[src/logic/rv_isa_pkg.sv]
package rv_isa_pkg;

    typedef logic [31:0] word_t;
    typedef logic [4:0]  reg_idx_t;
    typedef logic [6:0]  opcode_t;

    // supported opcode groups
    localparam opcode_t OP_R_TYPE   = 7'b0110011;
    localparam opcode_t OP_I_TYPE   = 7'b0010011;
    localparam opcode_t OP_I_TYPE_L = 7'b0000011;  // lw
    localparam opcode_t OP_S_TYPE   = 7'b0100011;  // sw
    localparam opcode_t OP_B_TYPE   = 7'b1100011;

    // alu funct3
    localparam logic [2:0] F3_ADD_SUB = 3'b000;
    localparam logic [2:0] F3_SLL     = 3'b001;
    localparam logic [2:0] F3_SLT     = 3'b010;
    localparam logic [2:0] F3_SLTU    = 3'b011;
    localparam logic [2:0] F3_XOR     = 3'b100;
    localparam logic [2:0] F3_SRL_SRA = 3'b101;
    localparam logic [2:0] F3_OR      = 3'b110;
    localparam logic [2:0] F3_AND     = 3'b111;

    // branch funct3
    localparam logic [2:0] F3_BEQ  = 3'b000;
    localparam logic [2:0] F3_BNE  = 3'b001;
    localparam logic [2:0] F3_BLT  = 3'b100;
    localparam logic [2:0] F3_BGE  = 3'b101;
    localparam logic [2:0] F3_BLTU = 3'b110;
    localparam logic [2:0] F3_BGEU = 3'b111;

    localparam logic [6:0] F7_ALT = 7'b0100000;  // sub, sra, srai

endpackage

[src/logic/rv_ctrl_pkg.sv]
package rv_ctrl_pkg;

    typedef enum logic [1:0] {
        SRC_A_NONE,
        SRC_A_PC,
        SRC_A_OLD_PC,
        SRC_A_REG_1
    } alu_src_a_e;

    typedef enum logic [1:0] {
        SRC_B_NONE,
        SRC_B_REG_2,
        SRC_B_EXT_IMM,
        SRC_B_FOUR
    } alu_src_b_e;

    typedef enum logic [1:0] {
        RES_ALU_OUT,
        RES_ALU_RESULT,
        RES_MEM
    } res_src_e;

    typedef enum logic [2:0] {
        IMM_NONE,
        IMM_ITYPE,
        IMM_ITYPE_SHAMT,
        IMM_STYPE,
        IMM_BTYPE
    } imm_src_e;

    typedef enum logic [3:0] {
        ALU_ADD,
        ALU_SUB,
        ALU_AND,
        ALU_OR,
        ALU_XOR,
        ALU_SLT,
        ALU_SLTU,
        ALU_SLL,
        ALU_SRL,
        ALU_SRA,
        ALU_NONE
    } alu_op_e;

    typedef struct packed {
        logic neg;
        logic zero;
        logic cout;
        logic ov;
    } alu_flags_s;

    typedef struct packed {
        logic       rf_we;
        logic       m_we;
        alu_src_a_e alu_src_a;
        alu_src_b_e alu_src_b;
        res_src_e   res_src;
        imm_src_e   imm_src;
        alu_op_e    alu_ctrl;
        logic       en_ir;
        logic       en_npc_r;    // pc load
        logic       m_addr_src;  // 0 pc, 1 alu_out
    } ctrl_s;

    typedef struct packed {
        rv_isa_pkg::word_t    pc;
        rv_isa_pkg::reg_idx_t rd;
        logic                 rd_we;
        rv_isa_pkg::word_t    rd_value;
    } retire_s;

    localparam int MEM_WORDS = 256;
    typedef logic [$clog2(MEM_WORDS)-1:0] mem_addr_t;

endpackage

[src/logic/rv_alu.sv]
module rv_alu (
    input  rv_isa_pkg::word_t       a,
    input  rv_isa_pkg::word_t       b,
    input  rv_ctrl_pkg::alu_op_e    op,
    output rv_isa_pkg::word_t       result,
    output rv_ctrl_pkg::alu_flags_s flags
);
    rv_isa_pkg::word_t diff;
    logic              cout;

    // a - b as a + ~b + 1, cout high when a >= b unsigned
    assign {cout, diff} = {1'b0, a} + {1'b0, ~b} + 33'd1;

    assign flags.neg  = diff[31];
    assign flags.zero = (diff == '0);
    assign flags.cout = cout;
    assign flags.ov   = (a[31] != b[31]) && (diff[31] != a[31]);

    always_comb begin
        case (op)
            rv_ctrl_pkg::ALU_ADD:  result = a + b;
            rv_ctrl_pkg::ALU_SUB:  result = diff;
            rv_ctrl_pkg::ALU_AND:  result = a & b;
            rv_ctrl_pkg::ALU_OR:   result = a | b;
            rv_ctrl_pkg::ALU_XOR:  result = a ^ b;
            rv_ctrl_pkg::ALU_SLT:  result = {31'd0, flags.neg ^ flags.ov};
            rv_ctrl_pkg::ALU_SLTU: result = {31'd0, !cout};
            rv_ctrl_pkg::ALU_SLL:  result = a << b[4:0];
            rv_ctrl_pkg::ALU_SRL:  result = a >> b[4:0];
            rv_ctrl_pkg::ALU_SRA:  result = $signed(a) >>> b[4:0];
            default:               result = '0;
        endcase
    end

endmodule

[src/logic/rv_regfile.sv]
module rv_regfile (
    input  logic                 clk,
    input  logic                 rst,
    input  rv_isa_pkg::reg_idx_t ra1,
    input  rv_isa_pkg::reg_idx_t ra2,
    input  rv_isa_pkg::reg_idx_t wa,
    input  logic                 we,
    input  rv_isa_pkg::word_t    wd,
    output rv_isa_pkg::word_t    rd1,
    output rv_isa_pkg::word_t    rd2
);
    rv_isa_pkg::word_t regs [32];

    always_ff @(posedge clk or posedge rst) begin
        if (rst) begin
            for (int i = 0; i < 32; i++) begin
                regs[i] <= '0;
            end
        end else if (we && wa != '0) begin  // x0 never written
            regs[wa] <= wd;
        end
    end

    assign rd1 = regs[ra1];
    assign rd2 = regs[ra2];

endmodule

[src/logic/rv_datapath.sv]
module rv_datapath (
    input  logic                    clk,
    input  logic                    rst,
    input  rv_ctrl_pkg::ctrl_s      ctrl,
    output rv_isa_pkg::word_t       instr,
    output rv_ctrl_pkg::alu_flags_s alu_flags,
    output rv_ctrl_pkg::mem_addr_t  mem_addr,
    output rv_isa_pkg::word_t       mem_wdata,
    input  rv_isa_pkg::word_t       mem_rdata,
    output rv_ctrl_pkg::retire_s    retire
);
    localparam int AW = $bits(rv_ctrl_pkg::mem_addr_t);

    rv_isa_pkg::word_t    pc;
    rv_isa_pkg::word_t    old_pc;
    rv_isa_pkg::word_t    ir;
    rv_isa_pkg::word_t    reg_a;
    rv_isa_pkg::word_t    reg_b;
    rv_isa_pkg::word_t    alu_out;
    rv_isa_pkg::word_t    mdr;
    rv_isa_pkg::word_t    rd1;
    rv_isa_pkg::word_t    rd2;
    rv_isa_pkg::word_t    imm_ext;
    rv_isa_pkg::word_t    src_a;
    rv_isa_pkg::word_t    src_b;
    rv_isa_pkg::word_t    alu_result;
    rv_isa_pkg::word_t    result;
    rv_isa_pkg::reg_idx_t rd;

    assign rd = ir[11:7];

    always_ff @(posedge clk or posedge rst) begin
        if (rst) begin
            pc <= '0;
        end else if (ctrl.en_npc_r) begin
            pc <= result;
        end
    end

    always_ff @(posedge clk) begin
        if (ctrl.en_ir) begin
            ir     <= mem_rdata;
            old_pc <= pc;  // address of the fetched word
        end
        reg_a   <= rd1;
        reg_b   <= rd2;
        alu_out <= alu_result;
        mdr     <= mem_rdata;
    end

    rv_regfile u_regfile (
        .clk (clk),
        .rst (rst),
        .ra1 (ir[19:15]),
        .ra2 (ir[24:20]),
        .wa  (rd),
        .we  (ctrl.rf_we),
        .wd  (result),
        .rd1 (rd1),
        .rd2 (rd2)
    );

    always_comb begin
        case (ctrl.imm_src)
            rv_ctrl_pkg::IMM_ITYPE:       imm_ext = {{20{ir[31]}}, ir[31:20]};
            rv_ctrl_pkg::IMM_ITYPE_SHAMT: imm_ext = {27'd0, ir[24:20]};
            rv_ctrl_pkg::IMM_STYPE:       imm_ext = {{20{ir[31]}}, ir[31:25], ir[11:7]};
            rv_ctrl_pkg::IMM_BTYPE: begin
                imm_ext = {{19{ir[31]}}, ir[31], ir[7], ir[30:25], ir[11:8], 1'b0};
            end
            default:                      imm_ext = '0;
        endcase
    end

    always_comb begin
        case (ctrl.alu_src_a)
            rv_ctrl_pkg::SRC_A_PC:     src_a = pc;
            rv_ctrl_pkg::SRC_A_OLD_PC: src_a = old_pc;
            rv_ctrl_pkg::SRC_A_REG_1:  src_a = reg_a;
            default:                   src_a = '0;
        endcase
        case (ctrl.alu_src_b)
            rv_ctrl_pkg::SRC_B_REG_2:   src_b = reg_b;
            rv_ctrl_pkg::SRC_B_EXT_IMM: src_b = imm_ext;
            rv_ctrl_pkg::SRC_B_FOUR:    src_b = 32'd4;
            default:                    src_b = '0;
        endcase
    end

    rv_alu u_alu (
        .a      (src_a),
        .b      (src_b),
        .op     (ctrl.alu_ctrl),
        .result (alu_result),
        .flags  (alu_flags)
    );

    always_comb begin
        case (ctrl.res_src)
            rv_ctrl_pkg::RES_ALU_RESULT: result = alu_result;
            rv_ctrl_pkg::RES_MEM:        result = mdr;
            default:                     result = alu_out;
        endcase
    end

    // byte address to word index
    assign mem_addr  = ctrl.m_addr_src ? alu_out[AW+1:2] : pc[AW+1:2];
    assign mem_wdata = reg_b;
    assign instr     = ir;

    assign retire = '{pc: old_pc, rd: rd, rd_we: ctrl.rf_we, rd_value: result};

endmodule

[config.mk]
export PLATFORM = sky130hd
export DESIGN_NAME = rv_datapath
export DESIGN_NICKNAME = d
export VERILOG_FILES = /design/src/logic/rv_isa_pkg.sv /design/src/logic/rv_ctrl_pkg.sv /design/src/logic/rv_alu.sv /design/src/logic/rv_regfile.sv /design/src/logic/rv_datapath.sv
export SDC_FILE = /design/constraint.sdc
export NUM_CORES = 2
export LEC_CHECK = 0
export BUFFER_PORTS_ARGS = -buffer_cell sky130_fd_sc_hd__buf_4
export CORE_MARGIN = 2
export CORE_UTILIZATION = 60
export DETAILED_ROUTE_END_ITERATION = 10
export PLACE_DENSITY = 0.77
export SLEW_MARGIN = 20
export SYNTH_ARGS = -nofsm -noshare
export SYNTH_HDL_FRONTEND = slang
export SYNTH_SLANG_ARGS = --single-unit
[constraint.sdc]
create_clock -name clk -period 53.3 [get_ports clk]
set_input_delay 10.66 -clock clk [delete_from_list [all_inputs] [get_ports clk]]
set_output_delay 10.66 -clock clk [all_outputs]
set_load 0.03 [all_outputs]
==> run summary <==
status: finished, final reports clean
Fin Clk Skew: 0.0341 ns
antenna-violating nets left: 0
sequential share of the synthesized area: 43.6%
DRC viols: 0
post-detail-place hpwl: 170 mm
Hold-fix buffers, CTS: 0
share of cells above drive strength 1: 26.4%
via count of the first global-routing pass: 56400
Worst-path clk slew: 0.06 ns
clock sinks: 1248
worst slew pin tran: 1.27 ns
GRT overflow: 0
synthesized flop and latch total: 1248
post-route cell area: 0.0778 sq mm
Rows: 126
final setup TNS: 0 ns
WS Path Type: in -> out
Hold Crit Class: reg -> reg
postcts setup bufs: 0
final setup vio count: 0
Die X: 348 microns
clock tree buffer depth: 3
mean cell area of the mapped netlist: 11.2 sq um
CTS tree: yes
Filler cells: 8536
DRT Pass-1 Iters: 7
WHS: 0.397 ns
largest net degree at the start of global routing: 175
synthesized instance count: 6347
Routed WL: 264 mm
Placer Congestion: 1.09
post-synthesis cell area: 0.0709 sq mm
CP endpoint kind: output pin
Final min period: 29.61 ns
# nets final: 6356
Cells after DPL: 7603
Iter 0 DRT Violations: 8479
unrepaired setup endpoints after global routing: false
MaxCap Viol Count: 0
Crit path largest cell delay: 0.77 ns
fin cells: 7850
Max Freq: 0.0338 GHz
Crit path required time: 42.64 ns
CTS root buf: clkbuf_16
first-pass GRT wire length: 383 mm
PostCTS Resize Cnt: 0
total power: 0.00340 W
share of the clock period used by the worst path: 55.6%
WP buf/inv: 5
CP max FO: 51
IO buf count: 196
total global-route track usage: 43.7%
post-synth cell types: 113
io pins: 198
H-tree levels: 4
pwr dens: 43.6 mW/mm^2
Final Hold Vio Count: 0
wire length per cell: 33.6 microns
die area: 0.121 sq mm
Inserted Clock Buffers: 133
peak supply drop: 0.0377 mV
Final Slew Violations: 0
element type at the critical path start: input pin
chip height: 348 microns
Starting Density: 60.3%
total number of vias: 57600
Post-DP Area: 0.0732 sq mm
EDFF count, synth: 64
antenna violations before repair: 23
CP max stage cell: nor4_2
Top FF cell, synth: dfrtp_1
P&R area growth vs syn: 9.76%
delay-heaviest family, CP: compound AO/OA/AOI/OAI gates
relative slew slack: 15.3%
Mapped Nets: 6501
asr flop ratio synth: 84.6%
CP dominant cell by count: buf_4
Syn. warnings: 0
CP arrival: 18.95 ns
P_leak: 32.7 nW
Clock Latency Late Sink: 0.81 ns
Core Area: 0.118 sq mm
drt via density: 7.33
cells by family (layout without fill, tap and decap cells):
logic type               Yosys count  count (layout)  synth area share, %
flip-flops                      1248            1248                 43.6
AO/OA/AOI/OAI                   1621            1621                 14.2
multiplexers                     949             949                 25.4
AND/OR/NAND/NOR                 1622            1622                 9.82
buffers and inverters            762             721                 4.66
XOR/XNOR                          43              43                0.531
adder cells (fa/ha/maj)          102             102                 1.83
other                              0               8                    0
path summary, 6_finish.rpt:
check                                                startpoint  depth (start not counted)  slack (ns)                              end
worst max-delay path                                   ctrl[13]                         26       23.69                     alu_flags[2]
worst min-delay path            u_regfile.regs[992]$_DFFE_PP0P_                          0        0.40  u_regfile.regs[992]$_DFFE_PP0P_
worst max register to register              instr[21]$_DFFE_PP_                         24       44.86  u_regfile.regs[383]$_DFFE_PP0P_
worst min register to register  u_regfile.regs[992]$_DFFE_PP0P_                          0        0.40  u_regfile.regs[992]$_DFFE_PP0P_
max in group asynchronous                                   rst                          6       39.31                pc[8]$_DFFE_PP0P_
min in group asynchronous                                   rst                          2       10.02  u_regfile.regs[684]$_DFFE_PP0P_
per-layer routing:
metal / global-route usage (%) / vias up / part of all wire [%]
met1: 57.3 / 28900 / 36
li1: - / 23400 / -
met4: 28.5 / 20 / 7.6
met5: 0 / - / 0.053
met3: 13.1 / 1033 / 13
met2: 63.7 / 4231 / 44
layout by cell type, fill, tap and decap left out, types with 28 or more instances in the layout:
master	instances
nor2_2	34
clkbuf_16	138
a21oi_1	269
edfxtp_1	64
o211ai_1	78
xnor2_1	30
nor2_1	344
nand2_1	814
a211oi_1	54
inv_1	116
clkbuf_1	28
buf_4	340
dfxtp_1	128
mux2_4	31
dfrtp_1	1056
o31ai_1	55
mux4_2	643
o21ai_1	110
a31oi_1	105
mux2i_1	34
o21ai_0	624
ha_1	98
nand3_1	83
a22oi_1	28
mux2_2	232
nor3_1	124
power by group:
part | internal [W] | switching (W) | total, W
logic | 0.000452 | 0.000602 | 0.00105
clock network | 0.000566 | 0.000414 | 0.000981
registers | 0.00117 | 0.000197 | 0.00136
total | 0.00218 | 0.00121 | 0.00340
stage by stage:
step | util [%] | setup WS (ns)
after floorplan | - | 12.92
after global placement | 62.2 | 24.09
after detailed placement | 62.2 | 24.13
after CTS | 66.1 | 24.10
after global routing | 66.2 | 23.51
final | 66.2 | 23.69
cells in the mapped netlist, types with 17 or more instances:
cell type	instances	area share, %
nand2b_1	20	0.18
xnor2_1	30	0.37
o211ai_1	78	0.83
nand2_1	845	4.5
o31ai_1	56	0.59
nor2_1	378	2.0
nor3_1	126	0.89
a22oi_1	30	0.32
clkbuf_1	412	2.2
mux4_2	643	20
o21ai_0	624	4.4
dfrtp_1	1056	37
o221ai_1	21	0.26
a21oi_1	272	1.9
nor2b_1	18	0.16
buf_6	33	0.52
a22o_1	19	0.23
mux2i_1	34	0.48
nor4_1	20	0.18
edfxtp_1	64	2.7
a211oi_1	54	0.57
mux2_4	31	0.66
buf_2	83	0.59
a21o_1	17	0.18
o21ai_1	112	0.79
buf_1	65	0.34
a31oi_1	107	0.94
mux2_2	232	3.7
and2_1	21	0.19
ha_1	99	1.7
o22ai_1	19	0.17
dfxtp_1	128	3.6
a221oi_1	22	0.27
buf_4	20	0.21
a21oi_2	21	0.26
inv_1	117	0.62
nand3_1	83	0.59
worst reg2reg max path, stage by stage (launching register included):
cell and delay [ns]:
edfxtp_1 0.84, mux2_2 0.51, a211oi_4 0.56, o21ai_4 0.07, buf_4 0.33, inv_2 0.36, ha_1 0.21, o21ba_2 0.18
nor4_2 0.47, o211ai_1 0.44, a21oi_1 0.55, o21ai_0 0.27, a21o_1 0.23, a21o_1 0.19, nor2_1 0.08, o21ai_0 0.08
nand2b_1 0.17, fa_1 0.55, a22oi_1 0.29, nand4_1 0.14, a221oi_1 0.62, o22ai_2 0.29, a221oi_4 0.27, buf_4 0.41
o31ai_1 0.15
cell type report:
class | count | area (sq um) | area share [%]
Inverter | 134 | 512 | 0.657
Timing Repair Buffer | 348 | 2700 | 3.47
Antenna cell | 8 | 20.0 | 0.0257
Clock inverter | 53 | 751 | 0.964
Multi-Input combinational cell | 4337 | 37200 | 47.8
Sequential cell | 1248 | 30900 | 39.7
Tap cell | 1536 | 1920 | 2.47
Clock buffer | 186 | 3830 | 4.93
state kept, by name (all words and copies together) (netlist names):
name / cells
u_regfile.regs: 1024
alu_out: 32
instr: 32
mdr: 32
mem_wdata: 32
old_pc: 32
pc: 32
reg_a: 32
No activity file was read; power rests on OpenSTA's default activity.
