==> config.mk <==
export PLATFORM = sky130hd
export DESIGN_NAME = rv_controller
export DESIGN_NICKNAME = d
export VERILOG_FILES = /design/src/logic/rv_isa_pkg.sv /design/src/logic/rv_ctrl_pkg.sv /design/src/logic/rv_alu_dec.sv /design/src/logic/rv_controller.sv
export SDC_FILE = /design/constraint.sdc
export NUM_CORES = 1
export LEC_CHECK = 0
export BUFFER_PORTS_ARGS = -buffer_cell sky130_fd_sc_hd__buf_2
export CORE_UTILIZATION = 42
export DETAILED_ROUTE_END_ITERATION = 8
export PLACE_DENSITY_LB_ADDON = 0.2
export SYNTH_ARGS = -nofsm -noshare
export SYNTH_HDL_FRONTEND = slang
export SYNTH_HIERARCHICAL = 1
export SYNTH_SLANG_ARGS = --single-unit
==> constraint.sdc <==
create_clock -name clk -period 2.4 [get_ports clk]
set_input_delay 0.12 -clock clk [delete_from_list [all_inputs] [get_ports clk]]
set_output_delay 0.12 -clock clk [all_outputs]
set_load 0.02 [all_outputs]
==> src/logic/rv_isa_pkg.sv <==
package rv_isa_pkg;

    typedef logic [31:0] word_t;
    typedef logic [4:0]  reg_idx_t;
    typedef logic [6:0]  opcode_t;

    // supported opcode groups
    localparam opcode_t OP_R_TYPE   = 7'b0110011;
    localparam opcode_t OP_I_TYPE   = 7'b0010011;
    localparam opcode_t OP_I_TYPE_L = 7'b0000011;  // lw
    localparam opcode_t OP_S_TYPE   = 7'b0100011;  // sw
    localparam opcode_t OP_B_TYPE   = 7'b1100011;

    // alu funct3
    localparam logic [2:0] F3_ADD_SUB = 3'b000;
    localparam logic [2:0] F3_SLL     = 3'b001;
    localparam logic [2:0] F3_SLT     = 3'b010;
    localparam logic [2:0] F3_SLTU    = 3'b011;
    localparam logic [2:0] F3_XOR     = 3'b100;
    localparam logic [2:0] F3_SRL_SRA = 3'b101;
    localparam logic [2:0] F3_OR      = 3'b110;
    localparam logic [2:0] F3_AND     = 3'b111;

    // branch funct3
    localparam logic [2:0] F3_BEQ  = 3'b000;
    localparam logic [2:0] F3_BNE  = 3'b001;
    localparam logic [2:0] F3_BLT  = 3'b100;
    localparam logic [2:0] F3_BGE  = 3'b101;
    localparam logic [2:0] F3_BLTU = 3'b110;
    localparam logic [2:0] F3_BGEU = 3'b111;

    localparam logic [6:0] F7_ALT = 7'b0100000;  // sub, sra, srai

endpackage

==> src/logic/rv_ctrl_pkg.sv <==
package rv_ctrl_pkg;

    typedef enum logic [1:0] {
        SRC_A_NONE,
        SRC_A_PC,
        SRC_A_OLD_PC,
        SRC_A_REG_1
    } alu_src_a_e;

    typedef enum logic [1:0] {
        SRC_B_NONE,
        SRC_B_REG_2,
        SRC_B_EXT_IMM,
        SRC_B_FOUR
    } alu_src_b_e;

    typedef enum logic [1:0] {
        RES_ALU_OUT,
        RES_ALU_RESULT,
        RES_MEM
    } res_src_e;

    typedef enum logic [2:0] {
        IMM_NONE,
        IMM_ITYPE,
        IMM_ITYPE_SHAMT,
        IMM_STYPE,
        IMM_BTYPE
    } imm_src_e;

    typedef enum logic [3:0] {
        ALU_ADD,
        ALU_SUB,
        ALU_AND,
        ALU_OR,
        ALU_XOR,
        ALU_SLT,
        ALU_SLTU,
        ALU_SLL,
        ALU_SRL,
        ALU_SRA,
        ALU_NONE
    } alu_op_e;

    typedef struct packed {
        logic neg;
        logic zero;
        logic cout;
        logic ov;
    } alu_flags_s;

    typedef struct packed {
        logic       rf_we;
        logic       m_we;
        alu_src_a_e alu_src_a;
        alu_src_b_e alu_src_b;
        res_src_e   res_src;
        imm_src_e   imm_src;
        alu_op_e    alu_ctrl;
        logic       en_ir;
        logic       en_npc_r;    // pc load
        logic       m_addr_src;  // 0 pc, 1 alu_out
    } ctrl_s;

    typedef struct packed {
        rv_isa_pkg::word_t    pc;
        rv_isa_pkg::reg_idx_t rd;
        logic                 rd_we;
        rv_isa_pkg::word_t    rd_value;
    } retire_s;

    localparam int MEM_WORDS = 256;
    typedef logic [$clog2(MEM_WORDS)-1:0] mem_addr_t;

endpackage

==> src/logic/rv_alu_dec.sv <==
module rv_alu_dec (
    input  rv_isa_pkg::opcode_t  op,
    input  logic [2:0]           funct3,
    input  logic [6:0]           funct7,
    output rv_ctrl_pkg::alu_op_e alu_op
);
    logic alt;

    assign alt = (funct7 == rv_isa_pkg::F7_ALT);

    always_comb begin
        alu_op = rv_ctrl_pkg::ALU_NONE;
        case (op)
            rv_isa_pkg::OP_R_TYPE,
            rv_isa_pkg::OP_I_TYPE: begin
                case (funct3)
                    rv_isa_pkg::F3_ADD_SUB: begin
                        // addi has no sub form
                        alu_op = (op == rv_isa_pkg::OP_R_TYPE && alt)
                               ? rv_ctrl_pkg::ALU_SUB : rv_ctrl_pkg::ALU_ADD;
                    end
                    rv_isa_pkg::F3_SLL:     alu_op = rv_ctrl_pkg::ALU_SLL;
                    rv_isa_pkg::F3_SLT:     alu_op = rv_ctrl_pkg::ALU_SLT;
                    rv_isa_pkg::F3_SLTU:    alu_op = rv_ctrl_pkg::ALU_SLTU;
                    rv_isa_pkg::F3_XOR:     alu_op = rv_ctrl_pkg::ALU_XOR;
                    rv_isa_pkg::F3_SRL_SRA: begin
                        alu_op = alt ? rv_ctrl_pkg::ALU_SRA : rv_ctrl_pkg::ALU_SRL;
                    end
                    rv_isa_pkg::F3_OR:      alu_op = rv_ctrl_pkg::ALU_OR;
                    default:                alu_op = rv_ctrl_pkg::ALU_AND;
                endcase
            end
            rv_isa_pkg::OP_I_TYPE_L,
            rv_isa_pkg::OP_S_TYPE:   alu_op = rv_ctrl_pkg::ALU_ADD;
            rv_isa_pkg::OP_B_TYPE:   alu_op = rv_ctrl_pkg::ALU_SUB;  // compare
            default:                 alu_op = rv_ctrl_pkg::ALU_NONE;
        endcase
    end

endmodule

==> src/logic/rv_controller.sv <==
module rv_controller (
    input  logic                   clk,
    input  logic                   rst,
    input  rv_isa_pkg::word_t      instr,
    input  rv_ctrl_pkg::alu_flags_s alu_flags,
    output rv_ctrl_pkg::ctrl_s     ctrl,
    output logic                   retire_valid,
    output logic                   trap
);
    typedef enum logic [3:0] {
        FETCH,
        DECODE,
        EXEC,
        ALU_W_RF,
        MEM_ADDR,
        MEM_READ,
        MEM_W_RF,
        MEM_WRITE,
        BRANCH,
        ERROR
    } state_e;

    state_e                state;
    state_e                state_nxt;
    rv_isa_pkg::opcode_t   op;
    logic [2:0]            funct3;
    logic [6:0]            funct7;
    rv_ctrl_pkg::alu_op_e  dec_op;
    rv_ctrl_pkg::imm_src_e exec_imm;
    logic                  signed_lt;
    logic                  take_branch;

    assign op     = instr[6:0];
    assign funct3 = instr[14:12];
    assign funct7 = instr[31:25];

    rv_alu_dec u_alu_dec (
        .op     (op),
        .funct3 (funct3),
        .funct7 (funct7),
        .alu_op (dec_op)
    );

    always_comb begin
        case (state)
            FETCH:    state_nxt = DECODE;
            DECODE: begin
                case (op)
                    rv_isa_pkg::OP_R_TYPE,
                    rv_isa_pkg::OP_I_TYPE:   state_nxt = EXEC;
                    rv_isa_pkg::OP_I_TYPE_L,
                    rv_isa_pkg::OP_S_TYPE:   state_nxt = MEM_ADDR;
                    rv_isa_pkg::OP_B_TYPE:   state_nxt = BRANCH;
                    default:                 state_nxt = ERROR;
                endcase
            end
            EXEC:     state_nxt = ALU_W_RF;
            MEM_ADDR: state_nxt = (op == rv_isa_pkg::OP_I_TYPE_L) ? MEM_READ : MEM_WRITE;
            MEM_READ: state_nxt = MEM_W_RF;
            ALU_W_RF,
            MEM_W_RF,
            MEM_WRITE,
            BRANCH:   state_nxt = FETCH;
            default:  state_nxt = ERROR;  // sticky until reset
        endcase
    end

    always_ff @(posedge clk or posedge rst) begin
        if (rst) begin
            state <= FETCH;
        end else begin
            state <= state_nxt;
        end
    end

    // compare results from rs1 - rs2
    assign signed_lt = alu_flags.neg ^ alu_flags.ov;

    always_comb begin
        case (funct3)
            rv_isa_pkg::F3_BEQ:  take_branch = alu_flags.zero;
            rv_isa_pkg::F3_BNE:  take_branch = !alu_flags.zero;
            rv_isa_pkg::F3_BLT:  take_branch = signed_lt;
            rv_isa_pkg::F3_BGE:  take_branch = !signed_lt;
            rv_isa_pkg::F3_BLTU: take_branch = !alu_flags.cout;
            rv_isa_pkg::F3_BGEU: take_branch = alu_flags.cout;
            default:             take_branch = 1'b0;
        endcase
    end

    // shift immediates carry only shamt
    assign exec_imm = (funct3 == rv_isa_pkg::F3_SLL || funct3 == rv_isa_pkg::F3_SRL_SRA)
                    ? rv_ctrl_pkg::IMM_ITYPE_SHAMT : rv_ctrl_pkg::IMM_ITYPE;

    always_comb begin
        ctrl.rf_we      = 1'b0;
        ctrl.m_we       = 1'b0;
        ctrl.alu_src_a  = rv_ctrl_pkg::SRC_A_NONE;
        ctrl.alu_src_b  = rv_ctrl_pkg::SRC_B_NONE;
        ctrl.res_src    = rv_ctrl_pkg::RES_ALU_OUT;
        ctrl.imm_src    = rv_ctrl_pkg::IMM_NONE;
        ctrl.alu_ctrl   = rv_ctrl_pkg::ALU_NONE;
        ctrl.en_ir      = 1'b0;
        ctrl.en_npc_r   = 1'b0;
        ctrl.m_addr_src = 1'b0;
        case (state)
            FETCH: begin
                ctrl.en_ir     = 1'b1;
                ctrl.en_npc_r  = 1'b1;
                ctrl.alu_src_a = rv_ctrl_pkg::SRC_A_PC;
                ctrl.alu_src_b = rv_ctrl_pkg::SRC_B_FOUR;
                ctrl.alu_ctrl  = rv_ctrl_pkg::ALU_ADD;
                ctrl.res_src   = rv_ctrl_pkg::RES_ALU_RESULT;  // pc + 4
            end
            DECODE: begin
                ctrl.alu_src_a = rv_ctrl_pkg::SRC_A_OLD_PC;  // branch target
                ctrl.alu_src_b = rv_ctrl_pkg::SRC_B_EXT_IMM;
                ctrl.imm_src   = rv_ctrl_pkg::IMM_BTYPE;
                ctrl.alu_ctrl  = rv_ctrl_pkg::ALU_ADD;
            end
            EXEC: begin
                ctrl.alu_src_a = rv_ctrl_pkg::SRC_A_REG_1;
                ctrl.alu_src_b = (op == rv_isa_pkg::OP_R_TYPE)
                               ? rv_ctrl_pkg::SRC_B_REG_2 : rv_ctrl_pkg::SRC_B_EXT_IMM;
                ctrl.imm_src   = exec_imm;
                ctrl.alu_ctrl  = dec_op;
            end
            ALU_W_RF: begin
                ctrl.rf_we = 1'b1;
            end
            MEM_ADDR: begin
                ctrl.alu_src_a = rv_ctrl_pkg::SRC_A_REG_1;
                ctrl.alu_src_b = rv_ctrl_pkg::SRC_B_EXT_IMM;
                ctrl.imm_src   = (op == rv_isa_pkg::OP_I_TYPE_L)
                               ? rv_ctrl_pkg::IMM_ITYPE : rv_ctrl_pkg::IMM_STYPE;
                ctrl.alu_ctrl  = rv_ctrl_pkg::ALU_ADD;
            end
            MEM_READ: begin
                ctrl.m_addr_src = 1'b1;
            end
            MEM_WRITE: begin
                ctrl.m_we       = 1'b1;
                ctrl.m_addr_src = 1'b1;
            end
            MEM_W_RF: begin
                ctrl.rf_we   = 1'b1;
                ctrl.res_src = rv_ctrl_pkg::RES_MEM;
            end
            BRANCH: begin
                ctrl.alu_src_a = rv_ctrl_pkg::SRC_A_REG_1;
                ctrl.alu_src_b = rv_ctrl_pkg::SRC_B_REG_2;
                ctrl.alu_ctrl  = dec_op;
                ctrl.en_npc_r  = take_branch;  // pc <= alu_out
            end
            default: begin
            end
        endcase
    end

    assign retire_valid = state inside {ALU_W_RF, MEM_W_RF, MEM_WRITE, BRANCH};
    assign trap         = (state == ERROR);

    assert property (@(posedge clk) disable iff (rst) !(ctrl.rf_we && ctrl.m_we))
        else $error("register and memory write in the same cycle");

endmodule

==> summary.md <==
| Metric | Value |
|---|---|
| Status | completed |
| CTS tree | built |
| Synthesized instance count | 113 |
| Area Growth Syn to Fin | 29.82% |
| Reg clk slew, reported paths | 0.04 ns |
| Vias per cell | 5.267 |
| Die X | 44.53 microns |
| Largest register FFs | 4 |
| GR Util met1 | 28.61% |
| Initial antenna violation count | 0 |
| Final RePlAce weighted congestion | 0.8086 |
| Met3 Resource Use GR | 4.898% |
| Layout cells sized above 1 | 34.44% |
| Die H | 44.53 microns |
| FF-to-FF Start | state[1]$_DFF_PP0_ |
| Initial cell density of the core | 44.47% |
| Max cap viols | 0 |
| Global-route wire length before repair | 3.305 mm |
| Vias in the first global route | 783 |
| RSZ-0062 raised after global routing | no |
| Final Setup Violations | 0 |
| Post-CTS Setup Bufs | 0 |
| Final TNS setup | 0 ns |
| Placed cell areas | 953.4 sq um |
| Seq/Total Area, Yosys | 13.18% |
| Remaining DRCs | 0 |
| Min-Delay Startpoint | instr[5] |
| Syn_nets | 151 |
| Post-synth ARST share | 100.0% |
| First-pass iteration count of the detailed router | 4 |
| Worst setup SP type | flop |
| Critical path endpoint category | primary output |
| Final Util | 57.73% |
| Worst-Margin Slew | 0.5672 ns |
| Num CTS Buffers | 3 |
| Reg2Reg Depth | 4 |
| Post-synth top flop | dfrtp_1 |
| CP Class | reg -> out |
| Achievable clock frequency | 0.5066 GHz |
| Wire per inst | 11.22 microns |
| Clock sink count | 4 |
| Design area | 985.9 sq um |
| Ys Warns | 6 |
| Rel. slew slack | 62.19% |
| CP Data Arrival Time | 1.85 ns |
| WL final | 1.974 mm |
| Max H-tree Level | 1 |
| Core ar. | 1708 sq um |
| Number of diodes | 0 |
| LEAKAGE | 0.4921 nW |
| Global Route met2 Usage | 38.53% |
| Yosys cell types | 42 |
| Power, Total | 732.8 uW |
| FP Rows | 15 |
| HP Class | in -> reg |
| Final Skew | 0.003390 ns |
| Final hold vios | 0 |
| Root Buffer | clkbuf_4 |
| Die area | 1982 sq um |
| Final worst path period share | 82.25% |
| Hold path cells | 3 |
| Min Tclk post-route | 1.974 ns |
| Port buffer count | 42 |
| Iter 0 DRT Violations | 11 |
| Fin. max-slew vios | 0 |
| Syn Area/Cell | 6.721 sq um |
| Pwr dens | 743.2 nW/um^2 |
| Grt ovf | 0 |
| All-Layer GR Usage | 22.03% |
| ANT nets after route | 0 |
| Post-synthesis instance area | 759.5 sq um |
| Max clock buf depth | 2 |
| Worst skew pair latency | 0.24 ns |
| I/O Pins | 58 |
| Gr busiest metal | met2 |
| Nets | 191 |
| DR vias | 927 |
| Worst R2R Setup Slack | 0.83 ns |
| Reg2reg end | state[1]$_DFF_PP0_ |
| Worst-path maximum fanout | 17 |
| Critical Path RT | 2.28 ns |
| Largest net degree at the start of global routing | 18 |
| Seq cells post-synth | 4 |
| Worst ir drop on vdd | 0.4279 mV |
| Hold path endpoint | state[1]$_DFF_PP0_ |
| Regs by FF count | state x4 |
| Most flops, register | state |
| Post-synth EDFFs | 0 |
| Post-DP HPWL | 1.513 mm |
-- final cells by class --
class                   instances  area [sq um]
well taps                      25         31.28
repair buffers                 43         220.2
inverters                       9         33.78
flip-flops and latches          4         100.1
clock buffers                   3         22.52
multi-input cells              92         578.1
fillers                       172         721.9
-- cells by family after synthesis --
logic type                Yosys count  share of synthesized area [%]
and+or+nand+nor                    48                          36.58
AOI/OAI and AO/OA                  37                          31.30
buffers and inverters              17                          10.71
xor gates and xnor gates            6                          6.919
DFF                                 4                          13.18
muxes                               1                          1.318
-- repair_timing --
item                                   CTS  global route
setup endpoints to repair                0             0
endpoints found under the hold margin    4             0
hold buffers                             1             0
gates resized for setup                  0             0
-- cells in the mapped netlist, types with 3 or more instances --
library cell  count  share of area [%]
a21oi_1           6                4.0
a22oi_1           3                3.0
and3_1            5                4.1
buf_2             5                3.3
dfrtp_1           4                 13
inv_1             9                4.4
nand2_1          10                4.9
nor2_1            7                3.5
nor2b_1           3                2.5
nor3_1            6                4.0
o21ai_0          12                7.9
o31ai_1           3                3.0
xnor2_1           4                4.6
-- power breakdown --
part	switching (mW)	internal, mW
Clock	0.0323	0.0563
Sequential	0.0736	0.0832
Combinational	0.305	0.182
Total	0.411	0.321
-- worst max-delay path by stage --
| stage | depth (start not counted) | startpoint | slack [ns] | to |
|---|---|---|---|---|
| after global placement | 5 | state[1]$_DFF_PP0_ | 0.72 | ctrl[1] |
| after global routing | 5 | state[1]$_DFF_PP0_ | 0.25 | ctrl[1] |
| final | 5 | state[1]$_DFF_PP0_ | 0.43 | ctrl[1] |
| after detailed placement | 5 | state[1]$_DFF_PP0_ | 0.67 | ctrl[1] |
| after CTS | 5 | state[1]$_DFF_PP0_ | 0.41 | ctrl[1] |
| after floorplan | 4 | state[3]$_DFF_PP0_ | 0.67 | ctrl[8] |
-- cell usage in the layout (no fill, tap or decap), types with 2 or more instances in the layout --
cell type  netlist  routed
a21oi_1          6       6
a22oi_1          3       3
and2_1           2       2
and3_1           5       5
buf_2            5      42
clkbuf_4         0       3
dfrtp_1          4       4
inv_1            9       9
nand2_1         10      10
nand2b_1         2       2
nand3_1          2       2
nor2_1           7       7
nor2b_1          3       3
nor3_1           6       6
o21a_1           2       2
o21ai_0         12      12
o21ai_1          2       2
o31ai_1          3       3
or2_1            2       2
xnor2_1          4       4
xor2_1           2       2
-- per-layer routing --
metal,vias to the layer above,share of wire (%)
li1,482,-
met1,410,45
met2,35,48
met3,0,6.4
met4,0,0
met5,-,0
-- through the flow --
stage               setup WS, ns  cells  hold slack [ns]
global placement          0.7234    172        -0.003151
floorplan                 0.6700    113          -0.1139
finish                    0.4259    176           0.2280
global route              0.2462    176           0.2626
detailed placement        0.6746    172         0.004640
CTS                       0.4111    176           0.2308
-- critical path, stage by stage (launching register included) --
cell,delay [ns]
dfrtp_1,0.58
nor3_1,0.48
and3_1,0.22
a22oi_1,0.06
o21ai_0,0.09
buf_2,0.18
Power figures use the tool's default switching activity.
